[config.mk]
export PLATFORM = sky130hd
export DESIGN_NAME = fetch_top
export DESIGN_NICKNAME = d
export VERILOG_FILES = /design/src/hdl/fetch_pkg.sv /design/src/hdl/fetch_top.sv /design/src/hdl/decode_stage.sv /design/src/hdl/fetch_stage.sv /design/src/hdl/addr_xlate.sv
export SDC_FILE = /design/constraint.sdc
export NUM_CORES = 1
export LEC_CHECK = 0
export BUFFER_PORTS_ARGS = -buffer_cell sky130_fd_sc_hd__buf_2
export CORE_ASPECT_RATIO = 0.7
export CORE_UTILIZATION = 25
export DETAILED_ROUTE_END_ITERATION = 6
export MAX_ROUTING_LAYER = met4
export PLACE_DENSITY = 0.4
export REMOVE_ABC_BUFFERS = 1
export SETUP_SLACK_MARGIN = 0.15
export SYNTH_ARGS = -nofsm -noshare
export SYNTH_HDL_FRONTEND = slang
export SYNTH_SLANG_ARGS = --single-unit
[constraint.sdc]
create_clock -name clk -period 8.3 [get_ports clk]
set_clock_uncertainty 0.1 [all_clocks]
set_input_delay 0.415 -clock clk [delete_from_list [all_inputs] [get_ports clk]]
set_output_delay 0.415 -clock clk [all_outputs]
set_load 0.02 [all_outputs]
[src/hdl/fetch_pkg.sv]
package fetch_pkg;

    localparam int ADDR_W = 32;
    localparam int INST_W = 32;
    localparam int OPCODE_W = 6;

    // virtual or physical byte address
    typedef logic [ADDR_W-1:0] addr_t;

    // raw instruction word
    typedef logic [INST_W-1:0] inst_t;

    // major opcode field, bits 31..26
    typedef logic [OPCODE_W-1:0] opcode_t;

    // fetch pc after reset, one word before the boot address
    localparam addr_t RESET_PC = 32'h1bfffffc;

    localparam addr_t PC_STEP = 32'd4;

    // relative branch, offset in bits 25..0
    localparam opcode_t BR_OPCODE = 6'b010100;

    // decode to fetch redirect
    typedef struct packed {
        logic  taken;
        addr_t target;
    } br_redirect_t;

    // fetch to decode
    typedef struct packed {
        logic  adef;
        logic  xfault;
        inst_t inst;
        addr_t pc;
    } fetch_bus_t;

    // decode to the next stage
    typedef struct packed {
        logic  adef;
        logic  xfault;
        logic  is_branch;
        inst_t inst;
        addr_t pc;
    } decode_bus_t;

endpackage
[src/hdl/fetch_top.sv]
module fetch_top #(
    parameter fetch_pkg::addr_t window_va_base = 32'h1c000000,
    parameter fetch_pkg::addr_t window_pa_base = 32'h00000000,
    parameter int window_bits = 16
) (
    input  logic                   clk,
    input  logic                   resetn,
    // instruction memory port
    output logic                   inst_sram_req,
    output fetch_pkg::addr_t       inst_sram_addr,
    input  fetch_pkg::inst_t       inst_sram_rdata,
    input  logic                   inst_sram_addr_ok,
    input  logic                   inst_sram_data_ok,
    // writeback flush
    input  logic                   flush,
    input  fetch_pkg::addr_t       flush_pc,
    // downstream
    output logic                   out_valid,
    output fetch_pkg::decode_bus_t out_bus,
    input  logic                   out_allowin
);

    fetch_pkg::addr_t        inst_va;
    fetch_pkg::addr_t        inst_pa;
    logic                    xfault;
    logic                    fs_to_ds_valid;
    fetch_pkg::fetch_bus_t   fs_to_ds_bus;
    logic                    ds_allowin;
    fetch_pkg::br_redirect_t br;

    addr_xlate #(
        .window_va_base (window_va_base),
        .window_pa_base (window_pa_base),
        .window_bits    (window_bits)
    ) xlate0 (
        .va     (inst_va),
        .pa     (inst_pa),
        .xfault (xfault)
    );

    fetch_stage fs0 (
        .clk               (clk),
        .resetn            (resetn),
        .inst_sram_req     (inst_sram_req),
        .inst_sram_addr    (inst_sram_addr),
        .inst_sram_rdata   (inst_sram_rdata),
        .inst_sram_addr_ok (inst_sram_addr_ok),
        .inst_sram_data_ok (inst_sram_data_ok),
        .inst_va           (inst_va),
        .inst_pa           (inst_pa),
        .xfault            (xfault),
        .ds_allowin        (ds_allowin),
        .br                (br),
        .fs_to_ds_valid    (fs_to_ds_valid),
        .fs_to_ds_bus      (fs_to_ds_bus),
        .flush             (flush),
        .flush_pc          (flush_pc)
    );

    decode_stage ds0 (
        .clk            (clk),
        .resetn         (resetn),
        .fs_to_ds_valid (fs_to_ds_valid),
        .fs_to_ds_bus   (fs_to_ds_bus),
        .ds_allowin     (ds_allowin),
        .br             (br),
        .flush          (flush),
        .out_valid      (out_valid),
        .out_bus        (out_bus),
        .out_allowin    (out_allowin)
    );

endmodule

[src/hdl/decode_stage.sv]
module decode_stage (
    input  logic                    clk,
    input  logic                    resetn,
    // from fetch
    input  logic                    fs_to_ds_valid,
    input  fetch_pkg::fetch_bus_t   fs_to_ds_bus,
    output logic                    ds_allowin,
    output fetch_pkg::br_redirect_t br,
    // writeback flush
    input  logic                    flush,
    // downstream
    output logic                    out_valid,
    output fetch_pkg::decode_bus_t  out_bus,
    input  logic                    out_allowin
);

    logic                  ds_valid;
    fetch_pkg::fetch_bus_t ds_bus;
    fetch_pkg::opcode_t    opcode;
    logic                  is_branch;
    logic                  br_ok;
    fetch_pkg::addr_t      br_offs;

    assign ds_allowin = ~ds_valid | out_allowin;

    always_ff @(posedge clk) begin
        if (!resetn) begin
            ds_valid <= 1'b0;
        end else if (flush) begin
            ds_valid <= 1'b0;
        end else if (ds_allowin) begin
            ds_valid <= fs_to_ds_valid;
        end
    end

    always_ff @(posedge clk) begin
        if (fs_to_ds_valid & ds_allowin) begin
            ds_bus <= fs_to_ds_bus;
        end
    end

    assign opcode    = ds_bus.inst[31:26];
    assign is_branch = opcode == fetch_pkg::BR_OPCODE;

    // word offset, sign extended
    assign br_offs = {{4{ds_bus.inst[25]}}, ds_bus.inst[25:0], 2'b00};

    // a faulting fetch never steers the stream
    assign br_ok = is_branch & ~ds_bus.adef & ~ds_bus.xfault;

    // pulse while the branch leaves
    assign br.taken  = ds_valid & br_ok & out_allowin;
    assign br.target = ds_bus.pc + br_offs;

    assign out_valid = ds_valid;

    always_comb begin
        out_bus.adef      = ds_bus.adef;
        out_bus.xfault    = ds_bus.xfault;
        out_bus.is_branch = is_branch;
        out_bus.inst      = ds_bus.inst;
        out_bus.pc        = ds_bus.pc;
    end

endmodule

[src/hdl/fetch_stage.sv]
module fetch_stage (
    input  logic                   clk,
    input  logic                   resetn,
    // instruction memory port
    output logic                   inst_sram_req,
    output fetch_pkg::addr_t       inst_sram_addr,
    input  fetch_pkg::inst_t       inst_sram_rdata,
    input  logic                   inst_sram_addr_ok,
    input  logic                   inst_sram_data_ok,
    // address translation
    output fetch_pkg::addr_t       inst_va,
    input  fetch_pkg::addr_t       inst_pa,
    input  logic                   xfault,
    // decode
    input  logic                   ds_allowin,
    input  fetch_pkg::br_redirect_t br,
    output logic                   fs_to_ds_valid,
    output fetch_pkg::fetch_bus_t  fs_to_ds_bus,
    // writeback flush
    input  logic                   flush,
    input  fetch_pkg::addr_t       flush_pc
);

    localparam int CANCEL_W = 3;

    logic                  fetch_en;
    logic                  fs_valid;
    logic                  fs_ready_go;
    logic                  fs_allowin;
    logic                  to_fs_valid;
    logic                  req_accept;
    logic                  redirect;

    fetch_pkg::addr_t      fs_pc;
    logic                  fs_xfault;
    fetch_pkg::addr_t      seq_pc;
    fetch_pkg::addr_t      nextpc;

    logic                  redir_valid;
    fetch_pkg::addr_t      redir_pc;

    logic [CANCEL_W-1:0]   cancel_cnt;
    logic                  inst_cancel;
    logic                  cnt_inc;
    logic                  cnt_dec;
    logic                  pf_cancel;

    logic                  buf_valid;
    logic                  buf_load;
    fetch_pkg::inst_t      inst_buf;
    fetch_pkg::inst_t      fs_inst;

    assign redirect   = flush | br.taken;
    assign req_accept = inst_sram_req & inst_sram_addr_ok;

    // a request taken in a redirect cycle is dropped and reissued from the latch
    assign to_fs_valid = req_accept & ~redirect;

    assign inst_cancel = |cancel_cnt;
    assign fs_ready_go = buf_valid | (inst_sram_data_ok & ~inst_cancel);
    assign fs_allowin  = ~fs_valid | (fs_ready_go & ds_allowin);
    assign fs_to_ds_valid = fs_valid & fs_ready_go & ~redirect;

    assign inst_sram_req  = fetch_en & fs_allowin & ~pf_cancel;
    assign inst_sram_addr = inst_pa;

    // first request goes out the cycle after reset is released
    always_ff @(posedge clk) begin
        if (!resetn) begin
            fetch_en <= 1'b0;
        end else begin
            fetch_en <= 1'b1;
        end
    end

    // pending redirect, flush takes priority
    always_ff @(posedge clk) begin
        if (!resetn) begin
            redir_valid <= 1'b0;
        end else if (flush) begin
            redir_valid <= 1'b1;
        end else if (br.taken) begin
            redir_valid <= 1'b1;
        end else if (req_accept) begin
            redir_valid <= 1'b0;
        end
    end

    always_ff @(posedge clk) begin
        if (flush) begin
            redir_pc <= flush_pc;
        end else if (br.taken) begin
            redir_pc <= br.target;
        end
    end

    assign seq_pc = fs_pc + fetch_pkg::PC_STEP;

    always_comb begin
        if (redir_valid) begin
            nextpc = redir_pc;
        end else if (flush) begin
            nextpc = flush_pc;
        end else if (br.taken) begin
            nextpc = br.target;
        end else begin
            nextpc = seq_pc;
        end
    end

    assign inst_va = nextpc;

    always_ff @(posedge clk) begin
        if (!resetn) begin
            fs_valid <= 1'b0;
        end else if (fs_allowin) begin
            fs_valid <= to_fs_valid;
        end else if (redirect) begin
            fs_valid <= 1'b0;
        end
    end

    always_ff @(posedge clk) begin
        if (!resetn) begin
            fs_pc     <= fetch_pkg::RESET_PC;
            fs_xfault <= 1'b0;
        end else if (to_fs_valid) begin
            fs_pc     <= nextpc;
            fs_xfault <= xfault;
        end
    end

    // responses still owed to fetches killed while waiting
    assign cnt_inc = redirect & fs_valid & ~fs_ready_go;
    assign cnt_dec = inst_sram_data_ok & inst_cancel;

    always_ff @(posedge clk) begin
        if (!resetn) begin
            cancel_cnt <= '0;
        end else if (cnt_inc & ~cnt_dec) begin
            cancel_cnt <= cancel_cnt + 1'b1;
        end else if (cnt_dec & ~cnt_inc) begin
            cancel_cnt <= cancel_cnt - 1'b1;
        end
    end

    // request accepted in a redirect cycle, newest in line
    always_ff @(posedge clk) begin
        if (!resetn) begin
            pf_cancel <= 1'b0;
        end else if (req_accept & redirect) begin
            pf_cancel <= 1'b1;
        end else if (inst_sram_data_ok & ~inst_cancel) begin
            pf_cancel <= 1'b0;
        end
    end

    // hold the word while decode is full
    assign buf_load = fs_valid & ~buf_valid & inst_sram_data_ok & ~inst_cancel;

    always_ff @(posedge clk) begin
        if (!resetn) begin
            buf_valid <= 1'b0;
        end else if (redirect | (fs_to_ds_valid & ds_allowin)) begin
            buf_valid <= 1'b0;
        end else if (buf_load) begin
            buf_valid <= 1'b1;
        end
    end

    always_ff @(posedge clk) begin
        if (buf_load) begin
            inst_buf <= inst_sram_rdata;
        end
    end

    assign fs_inst = buf_valid ? inst_buf : inst_sram_rdata;

    always_comb begin
        fs_to_ds_bus.adef   = |fs_pc[1:0];
        fs_to_ds_bus.xfault = fs_xfault;
        fs_to_ds_bus.inst   = fs_inst;
        fs_to_ds_bus.pc     = fs_pc;
    end

endmodule

[src/hdl/addr_xlate.sv]
module addr_xlate #(
    parameter fetch_pkg::addr_t window_va_base = 32'h1c000000,
    parameter fetch_pkg::addr_t window_pa_base = 32'h00000000,
    parameter int window_bits = 16
) (
    input  fetch_pkg::addr_t va,
    output fetch_pkg::addr_t pa,
    output logic             xfault
);

    // low bits pass through as the window offset
    localparam fetch_pkg::addr_t OFFSET_MASK =
        (fetch_pkg::addr_t'(1) << window_bits) - fetch_pkg::addr_t'(1);

    // page that a va inside the window carries
    localparam fetch_pkg::addr_t BASE_PAGE = window_va_base & ~OFFSET_MASK;

    fetch_pkg::addr_t offset;
    fetch_pkg::addr_t va_page;

    assign offset  = va & OFFSET_MASK;
    assign va_page = va & ~OFFSET_MASK;

    // outside the window the address is still formed and only flagged
    assign xfault = va_page != BASE_PAGE;
    assign pa     = window_pa_base + offset;

endmodule

=== After elaboration in Yosys (flattened, before gate mapping) ===
Cells that the tools add are included.

* Add/sub/neg operators: 4
* Equality and inequality tests: 2
* Mux-type cells: 16
* Bitwise operators: 39
* Reduce and logical (&&, ||, !) cells: 9

{| class="wikitable"
|+ Operators with widths
! operator !! number
|-
| $mux W32 || 6
|-
| $add A32 B3 Y32 const B || 1
|-
| $add A32 B32 Y32 || 1
|-
| $and A1 B1 Y1 || 22
|-
| $ne A16 B13 Y1 const B || 1
|-
| $not A1 Y1 || 12
|-
| $mux W1 || 8
|-
| $reduce_bool A2 Y1 || 4
|-
| $eq A6 B5 Y1 const B || 1
|-
| $mux W3 || 2
|-
| $reduce_or A2 Y1 || 3
|-
| $or A1 B1 Y1 || 5
|-
| $add A3 B1 Y3 const B || 1
|-
| $reduce_bool A3 Y1 || 1
|-
| $reduce_or A3 Y1 || 1
|-
| $sub A3 B1 Y3 const B || 1
|}

* Flip-flop bits (word level): 172
* Bits of input ports: 70
* Output and inout port bits: 101
* Logic and storage cells: 85

=== Longest topological paths before layout ===
Gate-level depths: netlist of the first run.

* Depth in word-level cells: 12
* Mapped depth: 12
* Depth with buffers taken out: 12

=== By module ===
A second synthesis of the first run with hierarchy kept.

* Cells, all modules: 980
* Area, all modules: 10,314.9 µm²

{| class="wikitable"
|+ By module, submodules not included
! module !! instances !! cells each !! area each (µm²) !! sequential area each (µm²)
|-
| fetch_stage || 1 || 632 || 6,239.7 || 2,742.6
|-
| decode_stage || 1 || 310 || 3,774.9 || 2,001.9
|-
| addr_xlate || 1 || 38 || 300.3 || 0.0
|}

=== Worst setup path after synthesis of the first run ===
No wires, ideal clock.

* Kind: register -> register
* Start: register ds0.ds_bus (netlist bit ds0.out_bus[62])
* End: register ds0.ds_bus (netlist bit ds0.out_bus[0]), enable pin
* Setup time: 0.574 ns
* Data arrival time: 5.844 ns
* Required time: 7.626 ns
* Slack: 1.782 ns
* Cell stages (with the launch flop): 6
* Path buffers: 0
* Clock period less this slack: 6.518 ns
* Path through: edfxtp_1 or4b_4 nor3_4 nor2_1 inv_2 nor3_1

* Word-level cells in the longest chain between the ends: 9

{| class="wikitable"
|+ Ends and longest elaborated chain
! what !! line !! source
|-
| start, declared || decode_stage.sv:18 || <nowiki>fetch_pkg::fetch_bus_t ds_bus;</nowiki>
|-
| start signal, assigned || decode_stage.sv:38 || <nowiki>ds_bus <= fs_to_ds_bus;</nowiki>
|-
| $eq A6 B5 Y1 || decode_stage.sv:43 || <nowiki>assign is_branch = opcode == fetch_pkg::BR_OPCODE;</nowiki>
|-
| $and A1 B1 Y1 (2 in a row) || decode_stage.sv:49 || <nowiki>assign br_ok = is_branch & ~ds_bus.adef & ~ds_bus.xfault;</nowiki>
|-
| $and A1 B1 Y1 (2 in a row) || decode_stage.sv:52 || <nowiki>assign br.taken = ds_valid & br_ok & out_allowin;</nowiki>
|-
| $or A1 B1 Y1 || fetch_stage.sv:53 || <nowiki>assign redirect = flush | br.taken;</nowiki>
|-
| net fs0.redirect || fetch_stage.sv:32 || <nowiki>logic redirect;</nowiki>
|-
| $not A1 Y1 || fetch_stage.sv:62 || <nowiki>assign fs_to_ds_valid = fs_valid & fs_ready_go & ~redirect;</nowiki>
|-
| $and A1 B1 Y1 || fetch_stage.sv:62 ||
|-
| $and A1 B1 Y1 || decode_stage.sv:37 || <nowiki>if (fs_to_ds_valid & ds_allowin) begin</nowiki>
|}

The timed path passes the listed nets, and every way through them passes these cells.
A chain may end at the register's enable or synchronous reset.

=== Worst setup path after layout of the first run ===
* Start: register ds0.ds_bus (netlist bit ds0.out_bus[2])
* End: output inst_sram_addr[12]

* Word-level cells in the longest chain between the ends: 4

{| class="wikitable"
|+ Ends and longest elaborated chain
! what !! line !! source
|-
| $add A32 B32 Y32 || decode_stage.sv:53 || <nowiki>assign br.target = ds_bus.pc + br_offs;</nowiki>
|-
| $mux W32 || fetch_stage.sv:104 || <nowiki>end else if (br.taken) begin</nowiki>
|-
| $mux W32 || fetch_stage.sv:102 || <nowiki>end else if (flush) begin</nowiki>
|-
| $mux W32 || fetch_stage.sv:100 || <nowiki>if (redir_valid) begin</nowiki>
|-
| end, declared || fetch_top.sv:10 || <nowiki>output fetch_pkg::addr_t inst_sram_addr,</nowiki>
|}

No other way between the ends.

==> results of run 1 <==
[worst register-to-register path, cell delays in order, from the launching register on]
cell and delay [ns]:
sky130_fd_sc_hd__edfxtp_1 0.39, sky130_fd_sc_hd__or4b_4 0.59, sky130_fd_sc_hd__nor3_4 0.16, sky130_fd_sc_hd__buf_4 0.37, sky130_fd_sc_hd__nor2_1 0.08, sky130_fd_sc_hd__buf_4 0.22, sky130_fd_sc_hd__inv_2 0.23, sky130_fd_sc_hd__buf_4 0.48
sky130_fd_sc_hd__o2111ai_1 0.22, sky130_fd_sc_hd__o32ai_1 0.47, sky130_fd_sc_hd__nand4_1 0.17, sky130_fd_sc_hd__nor4_2 0.26, sky130_fd_sc_hd__a21oi_1 0.09
[final cells by class]
type                            instances  area (sq um)  area share, %
Sequential cell                       172          4750           42.0
Multi-Input combinational cell        697          4520           40.0
Timing Repair Buffer                  167           871           7.70
Tap cell                              488           611           5.40
Clock buffer                           17           425           3.76
Clock inverter                         14          97.6          0.863
Inverter                               10          37.5          0.332
[power by group]
| part | total (uW) | internal (uW) | switching [uW] |
|---|---|---|---|
| Combinational | 378 | 143 | 235 |
| Clock | 749 | 380 | 369 |
| Sequential | 995 | 965 | 30.5 |
[logic make-up after synthesis]
kind of cell               share of synthesized area, %
DFF                                                49.1
buffers and inverters                              4.84
xor gates and xnor gates                           4.99
other                                            0.0388
muxes                                              5.92
AOI/OAI and AO/OA                                  14.2
and+or+nand+nor                                    16.5
adders and majority gates                          4.43
[cell usage after synthesis, types with 5 or more instances]
library cell               instances
sky130_fd_sc_hd__edfxtp_1        130
sky130_fd_sc_hd__nand2_1         117
sky130_fd_sc_hd__nor2_1           67
sky130_fd_sc_hd__a21oi_1          60
sky130_fd_sc_hd__o21ai_0          53
sky130_fd_sc_hd__clkbuf_1         42
sky130_fd_sc_hd__dfxtp_1          42
sky130_fd_sc_hd__mux2_2           41
sky130_fd_sc_hd__xnor2_1          35
sky130_fd_sc_hd__buf_4            33
sky130_fd_sc_hd__ha_1             31
sky130_fd_sc_hd__nand3_1          27
sky130_fd_sc_hd__xor2_1           20
sky130_fd_sc_hd__nand4_1          19
sky130_fd_sc_hd__a21o_1           18
sky130_fd_sc_hd__nand2b_1         16
sky130_fd_sc_hd__nor3_1           14
sky130_fd_sc_hd__o211ai_1         13
sky130_fd_sc_hd__a31oi_1          11
sky130_fd_sc_hd__mux2i_1          11
sky130_fd_sc_hd__and2_1           10
sky130_fd_sc_hd__a211oi_1          9
sky130_fd_sc_hd__nor2b_1           9
sky130_fd_sc_hd__and3_1            8
sky130_fd_sc_hd__inv_1             8
sky130_fd_sc_hd__or3_1             7
sky130_fd_sc_hd__a21boi_0          5
sky130_fd_sc_hd__and4_1            5
sky130_fd_sc_hd__o31ai_1           5
[metal layers]
| metal | global-route usage, % | up-vias | share of wire, % |
|---|---|---|---|
| met5 | - | - | 0 |
| met3 | 5.02 | 24 | 6.4 |
| li1 | - | 3693 | - |
| met4 | 4.01 | 0 | 1.2 |
| met2 | 23.3 | 213 | 39 |
| met1 | 26.8 | 3719 | 53 |
[worst max path at each step]
stage	endpoint	slack (ns)	from
after floorplan	ds0.out_bus[0]	1.31	ds0.out_bus[62]
after global placement	fs0.fs_xfault	4.38	ds0.out_bus[63]
after detailed placement	fs0.fs_xfault	4.34	ds0.out_bus[63]
after CTS	inst_sram_addr[12]	3.95	ds0.out_bus[2]
after global routing	inst_sram_addr[14]	3.73	ds0.out_bus[2]
final	inst_sram_addr[12]	3.99	ds0.out_bus[2]
[registers in the layout (all words and copies together) (netlist names)]
name             count
fs0.fs_valid         1
ds0.out_bus         66
fs0.fs_xfault        1
fs0.buf_valid        1
fs0.pf_cancel        1
fs0.cancel_cnt       3
fs0.fs_pc           32
fs0.redir_valid      1
fs0.inst_buf        32
fs0.redir_pc        32
fs0.fetch_en         1
ds0.out_valid        1
[stage by stage]
step,instance area [sq um],cells
floorplan,9290,879
global placement,10800,1534
detailed placement,10800,1534
CTS,11300,1565
global route,11300,1565
finish,11300,1565
==> impl_metrics.toml, run 1 <==
[finish]
mostFrequentLayoutCells = "sky130_fd_sc_hd__buf_2, sky130_fd_sc_hd__edfxtp_1, sky130_fd_sc_hd__nand2_1, sky130_fd_sc_hd__nor2_1, sky130_fd_sc_hd__a21oi_1"
nFillCells = 3983
n_antenna_cell = 0
postLayoutCoreUtil_pct = 30.0
drive_gt1_share_pct = 23.3
nNetsFinal = 1168
areaGrowthSynthToFinish_pct = 17.1
mostFrequentLayoutCell = "sky130_fd_sc_hd__buf_2"

[placement]
preCtsSetupSlack_ns = 4.34
gp_congestion = 0.860
port_buffers = 154
dpl.hpwl_um = 24800

[cts]
cts.clk_slew.worst_paths_ns = 0.08
cts_hold_buffers = 0
cts.repair_timing.setup_buffer_count = 0
clk_latency_ns = 0.46
post_cts_resized = 0
tritoncts_num_sinks = 172
cts-htree-levels = 4
number_of_buffers_on_the_longest_clock_path = 2
cts_tree = "done"
numCtsBuffers = 17
cts_root_buffer = "sky130_fd_sc_hd__clkbuf_16"

[run_status]
failed_checks = "design-rule violations"
status = "complete, but fails checks"

[sta]
finalCritPeriodShare_pct = 51.9
timing.final.crit_period_ns = 4.31
relSlewSlack_pct = 30.9
clock.fmax_mhz = 232
grt_setup_unrepaired = "false"
setup_ws_ns = 3.99
setup_viol_count_final = 0
setup-tns-final_ns = 0
number_of_pins_exceeding_their_max_slew_limit_in_the_final_report = 0
report.final.hold_viol_count = 0
timing_worst_slew_pin_value_ns = 1.04
final_hold_slack_ns = 0.0405

[critical_path]
register_to_register_path_depth = 12
reg2reg_to = "fs0.fs_xfault"
regToRegSetupSlack_ns = 4.36
cp_common_cell = "sky130_fd_sc_hd__a21o_1"
cpPeakStageDelay_ns = 0.44
worst_path_dominant_cell_family = "compound AO/OA/AOI/OAI gates"
path_cells = "ha_1, fa_1, a21o_1, a221oi_2, o21ai_1, a21o_1, a21oi_1, xnor2_1, a211o_1, a31oi_1, buf_2"
timing.critical_path.to_type = "output pin"
rr_startpoint = "ds0.out_bus[63]"
crit_slowest_cell = "sky130_fd_sc_hd__a221oi_2"
critical_path_peak_fanout = 4
critPathLaunchType = "register"
setup.worst_path.class = "register to output pin"
cp.arrival_ns = 3.79
crit_buf_inv = 1
timing.critical_path.depth = 11
cp_data_required_time_ns = 7.79

[global_routing]
grt.total_usage_pct = 17.9
grt_antenna_before_repair = 1
number_of_global_route_vias_before_repair = 7462
global_route.overflow_total = 0
grt_max_degree = 54
grt_pass1_wl_um = 50100

[yosys]
postSynth.asyncResetShare_pct = 0
syn_area_sq_um = 9660
ys_seq_area_share_pct = 49.1
yosys.area.top_type_share_pct = 40.4
synth.area.top_cells = "sky130_fd_sc_hd__edfxtp_1, sky130_fd_sc_hd__dfxtp_1, sky130_fd_sc_hd__mux2_2"
synth.yosys.warnings = 0
synth-main-ff-cell = "sky130_fd_sc_hd__edfxtp_1"
post_synth.cell_area_avg_sq_um = 10.2
ys_seq_elements = 172
synth.lib_cells_used.distinct = 72
synth_enable_flop_cells = 130
synth_area_leader_cell = "sky130_fd_sc_hd__edfxtp_1"
postSynthCellCount = 945

[power_and_ir_drop]
power_density_nw_per_um2 = 188
p_total_uw = 2120
peakVddDrop_v = 0.000144
p_leak_uw = 0.00438

[floorplan]
die_area_sq_um = 39500
core-area_sq_um = 37600
placement_rows = 59
chipWidth_um = 237
die_height_um = 166
floorplan.initialDensity_pct = 25.7
pin_count = 171

[hold_path]
min-delay-start = "inst_sram_rdata[7]"
hold_path_class = "input pin to register"
holdPathEnd = "fs0.inst_buf[7]"
worstHoldPathCells = 1

[detailed_routing]
drt-wirelength-per-cell_um = 21.6
drt-pass1-iter-count = 7
drt_drc_violations_left = 14
via_count = 7649
detailedRoute.firstIterationViolations = 593
drt-vias-per-instance = 4.89
routed_wl_um = 33800
detail-route-antenna-nets = 0

[job]
maxCapViolations = 0
No activity file was read; power rests on OpenSTA's default activity.
==> inputs of run 2 (changes only) <==
ABC_AREA = 1   (was default)
clock period = 4.1 ns   (was 8.3 ns; I/O delays follow)
==> run 2 against run 1 <==
Compared with the run above: sequential cell count unchanged; via count is 21% higher; area after synthesis is 7.3% higher; non-clock buffer count increased by 59; worst hold slack worse by 0.018 ns; total power grew 110%; register-to-register slack got worse by 3.5 ns; wire length increased by 11%; critical path depth down 1; sequential power is 100% higher; worst setup slack worse by 3.5 ns; sequential share of layout area shrank 4.6 points; the flow now finishes without violations.
==> impl_metrics.toml, run 2 <==
[cts]
post_cts_resized = 0
clk_latency_ns = 0.46
cts_hold_buffers = 60
cts-htree-levels = 4
tritoncts_num_sinks = 172
cts_root_buffer = "sky130_fd_sc_hd__clkbuf_16"
numCtsBuffers = 17
cts.clk_slew.worst_paths_ns = 0.07
cts_tree = "done"
number_of_buffers_on_the_longest_clock_path = 2
cts.repair_timing.setup_buffer_count = 0

[yosys]
synth-simple-area-share_pct = 30.3
synth_enable_flop_cells = 130
synth_top_cells_by_count = "sky130_fd_sc_hd__nand2_1, sky130_fd_sc_hd__inv_1, sky130_fd_sc_hd__edfxtp_1"
yosys.area.top_type_share_pct = 37.6
synth_area_leader_cell = "sky130_fd_sc_hd__edfxtp_1"
synth_xor_area_share_pct = 2.03
synthAdderAreaFrac_pct = 4.13
post_synth.cell_area_avg_sq_um = 7.79
synth.yosys.warnings = 0
ys_seq_area_share_pct = 45.7
synth_compound_gate_area_share_pct = 8.73
synth.lib_cells_used.distinct = 49
yosysMostFrequentCell = "sky130_fd_sc_hd__nand2_1"
postSynthCellCount = 1332
synth.area.top_cells = "sky130_fd_sc_hd__edfxtp_1, sky130_fd_sc_hd__nand2_1, sky130_fd_sc_hd__dfxtp_1"
ys_seq_elements = 172
synth.area.mux_share_pct = 0
synth_top_family_by_area = "simple AND/OR/NAND/NOR gates"
synth-main-ff-cell = "sky130_fd_sc_hd__edfxtp_1"
postSynth.asyncResetShare_pct = 0
syn_area_sq_um = 10400

[global_routing]
number_of_global_route_vias_before_repair = 9186
grt_pass1_wl_um = 57000
global_route.overflow_total = 0
grt_max_degree = 63
grt.total_usage_pct = 18.8
grt_antenna_before_repair = 1

[finish]
mostFrequentLayoutCells = "sky130_fd_sc_hd__nand2_1, sky130_fd_sc_hd__buf_2, sky130_fd_sc_hd__inv_1, sky130_fd_sc_hd__edfxtp_1, sky130_fd_sc_hd__nor2_1"
areaGrowthSynthToFinish_pct = 22.6
nFillCells = 4488
nNetsFinal = 1625
drive_gt1_share_pct = 16.4
final_cell_count_no_fill = 2080
postLayoutCoreUtil_pct = 31.0
post_route_standard_cell_area_excluding_fillers_sq_um = 12700
mostFrequentLayoutCell = "sky130_fd_sc_hd__nand2_1"
largest_register_ffs = 66

[sta]
setup_ws_ns = 0.481
finalCritPeriodShare_pct = 88.3
timing.final.crit_period_ns = 3.62
setup-tns-final_ns = 0
timing_worst_slew_pin_value_ns = 1.05
number_of_pins_exceeding_their_max_slew_limit_in_the_final_report = 0
relSlewSlack_pct = 30.0
grt_setup_unrepaired = "false"
report.final.hold_viol_count = 0
clock.fmax_mhz = 276
setup_viol_count_final = 0

[floorplan]
core-area_sq_um = 41000
die_height_um = 172
chipWidth_um = 245
floorplan.initialDensity_pct = 25.3
pin_count = 171
die_area_sq_um = 42300
placement_rows = 62

[power_and_ir_drop]
peakVddDrop_v = 0.000303
intPower_uw = 3040
p_sw_share_pct = 31.8
p_leak_uw = 0.00585
power_density_nw_per_um2 = 351
clkPwrFrac_pct = 35.8
sequential_power_share_pct = 45.3
combinationalPowerShare_pct = 18.8
netSwitchingPower_uw = 1420

[placement]
dpl.hpwl_um = 28800
numPlacedInstances = 1987
gp_congestion = 0.897
preCtsSetupSlack_ns = 0.862
port_buffers = 154
post_dp_cell_area_sq_um = 11600

[detailed_routing]
drt-wirelength-per-cell_um = 18.1
via_count = 9289
drt_drc_violations_left = 0
routed_wl_um = 37600
drt-vias-per-instance = 4.47
detail-route-antenna-nets = 0
detailedRoute.firstIterationViolations = 756
drt-pass1-iter-count = 5

[critical_path]
critPathLaunchType = "register"
critical_path_peak_fanout = 4
path_cells = "ha_1, fa_1, nand3_1, nand3_1, nand2_1, nand2_1, xnor2_1, or2_2, a41oi_1, buf_2"
timing.critical_path.to_type = "output pin"
cp_data_required_time_ns = 3.80
cpPeakStageDelay_ns = 0.52
regToRegSetupSlack_ns = 0.87
crit_slowest_cell = "sky130_fd_sc_hd__fa_1"
worst_path_dominant_cell_family = "adder cells"
crit_buf_inv = 1
cp.arrival_ns = 3.31
setup.worst_path.class = "register to output pin"

[run_status]
status = "complete, no violations"

[job]
maxCapViolations = 0

[hold_path]
hold_path_class = "input pin to register"
-- run 2: worst paths after layout --
| kind | startpoint | depth (start not counted) | to |
|---|---|---|---|
| worst min-delay path | flush_pc[10] | 3 | fs0.redir_pc[10] |
| worst max register to register | ds0.out_bus[2] | 18 | fs0.fs_xfault |
| worst max-delay path | ds0.out_bus[2] | 10 | inst_sram_addr[8] |
| worst min register to register | fs0.fs_pc[31] | 0 | ds0.out_bus[31] |
-- run 2: metrics by stage --
step,hold WS [ns],power (uW)
final,0.0224,4460
after global routing,0.0117,4690
after CTS,0.00210,4520
after detailed placement,0.299,2860
after global placement,0.298,2860
after floorplan,0.133,2560
-- run 2: power groups by stage --
| stage | Combinational (uW) | Clock (uW) | Sequential (uW) |
|---|---|---|---|
| 2_1_floorplan | 509 | 0 | 2050 |
| 3_3_place_gp | 796 | 0 | 2060 |
| 3_5_place_dp | 794 | 0 | 2060 |
| 4_1_cts | 842 | 1650 | 2020 |
| 5_1_grt | 944 | 1720 | 2030 |
| 6_report | 839 | 1600 | 2020 |
-- run 2: layout make-up --
class                   count  area [sq um]  area share, %
clock buffers              19           433           3.40
multi-input cells         962          4750           37.3
flip-flops and latches    172          4740           37.3
repair buffers            226          1460           11.5
inverters                 143           538           4.23
clock inverters            13           109          0.856
diodes                      1          2.50         0.0197
well taps                 544           681           5.35
-- run 2: cells by family (layout without fill, tap and decap cells) --
family,Yosys count,count (layout)
XOR/XNOR,24,24
adder cells (fa/ha/maj),33,33
flip-flops,172,172
AO/OA/AOI/OAI,160,160
AND/OR/NAND/NOR,729,729
buffers and inverters,213,401
other,1,17
-- run 2: worst min-delay path, cell delays in order --
cell and delay (ns):
sky130_fd_sc_hd__buf_2 0.08, sky130_fd_sc_hd__nand2_1 0.09, sky130_fd_sc_hd__o21ai_0 0.09
-- run 2: per-layer routing --
layer	up-vias	global-route usage, %	part of all wire, %
met3	14	2.96	4.8
met2	243	27.8	43
li1	4714	-	-
met5	-	-	0
met1	4318	27.0	52
met4	0	3.78	0.81
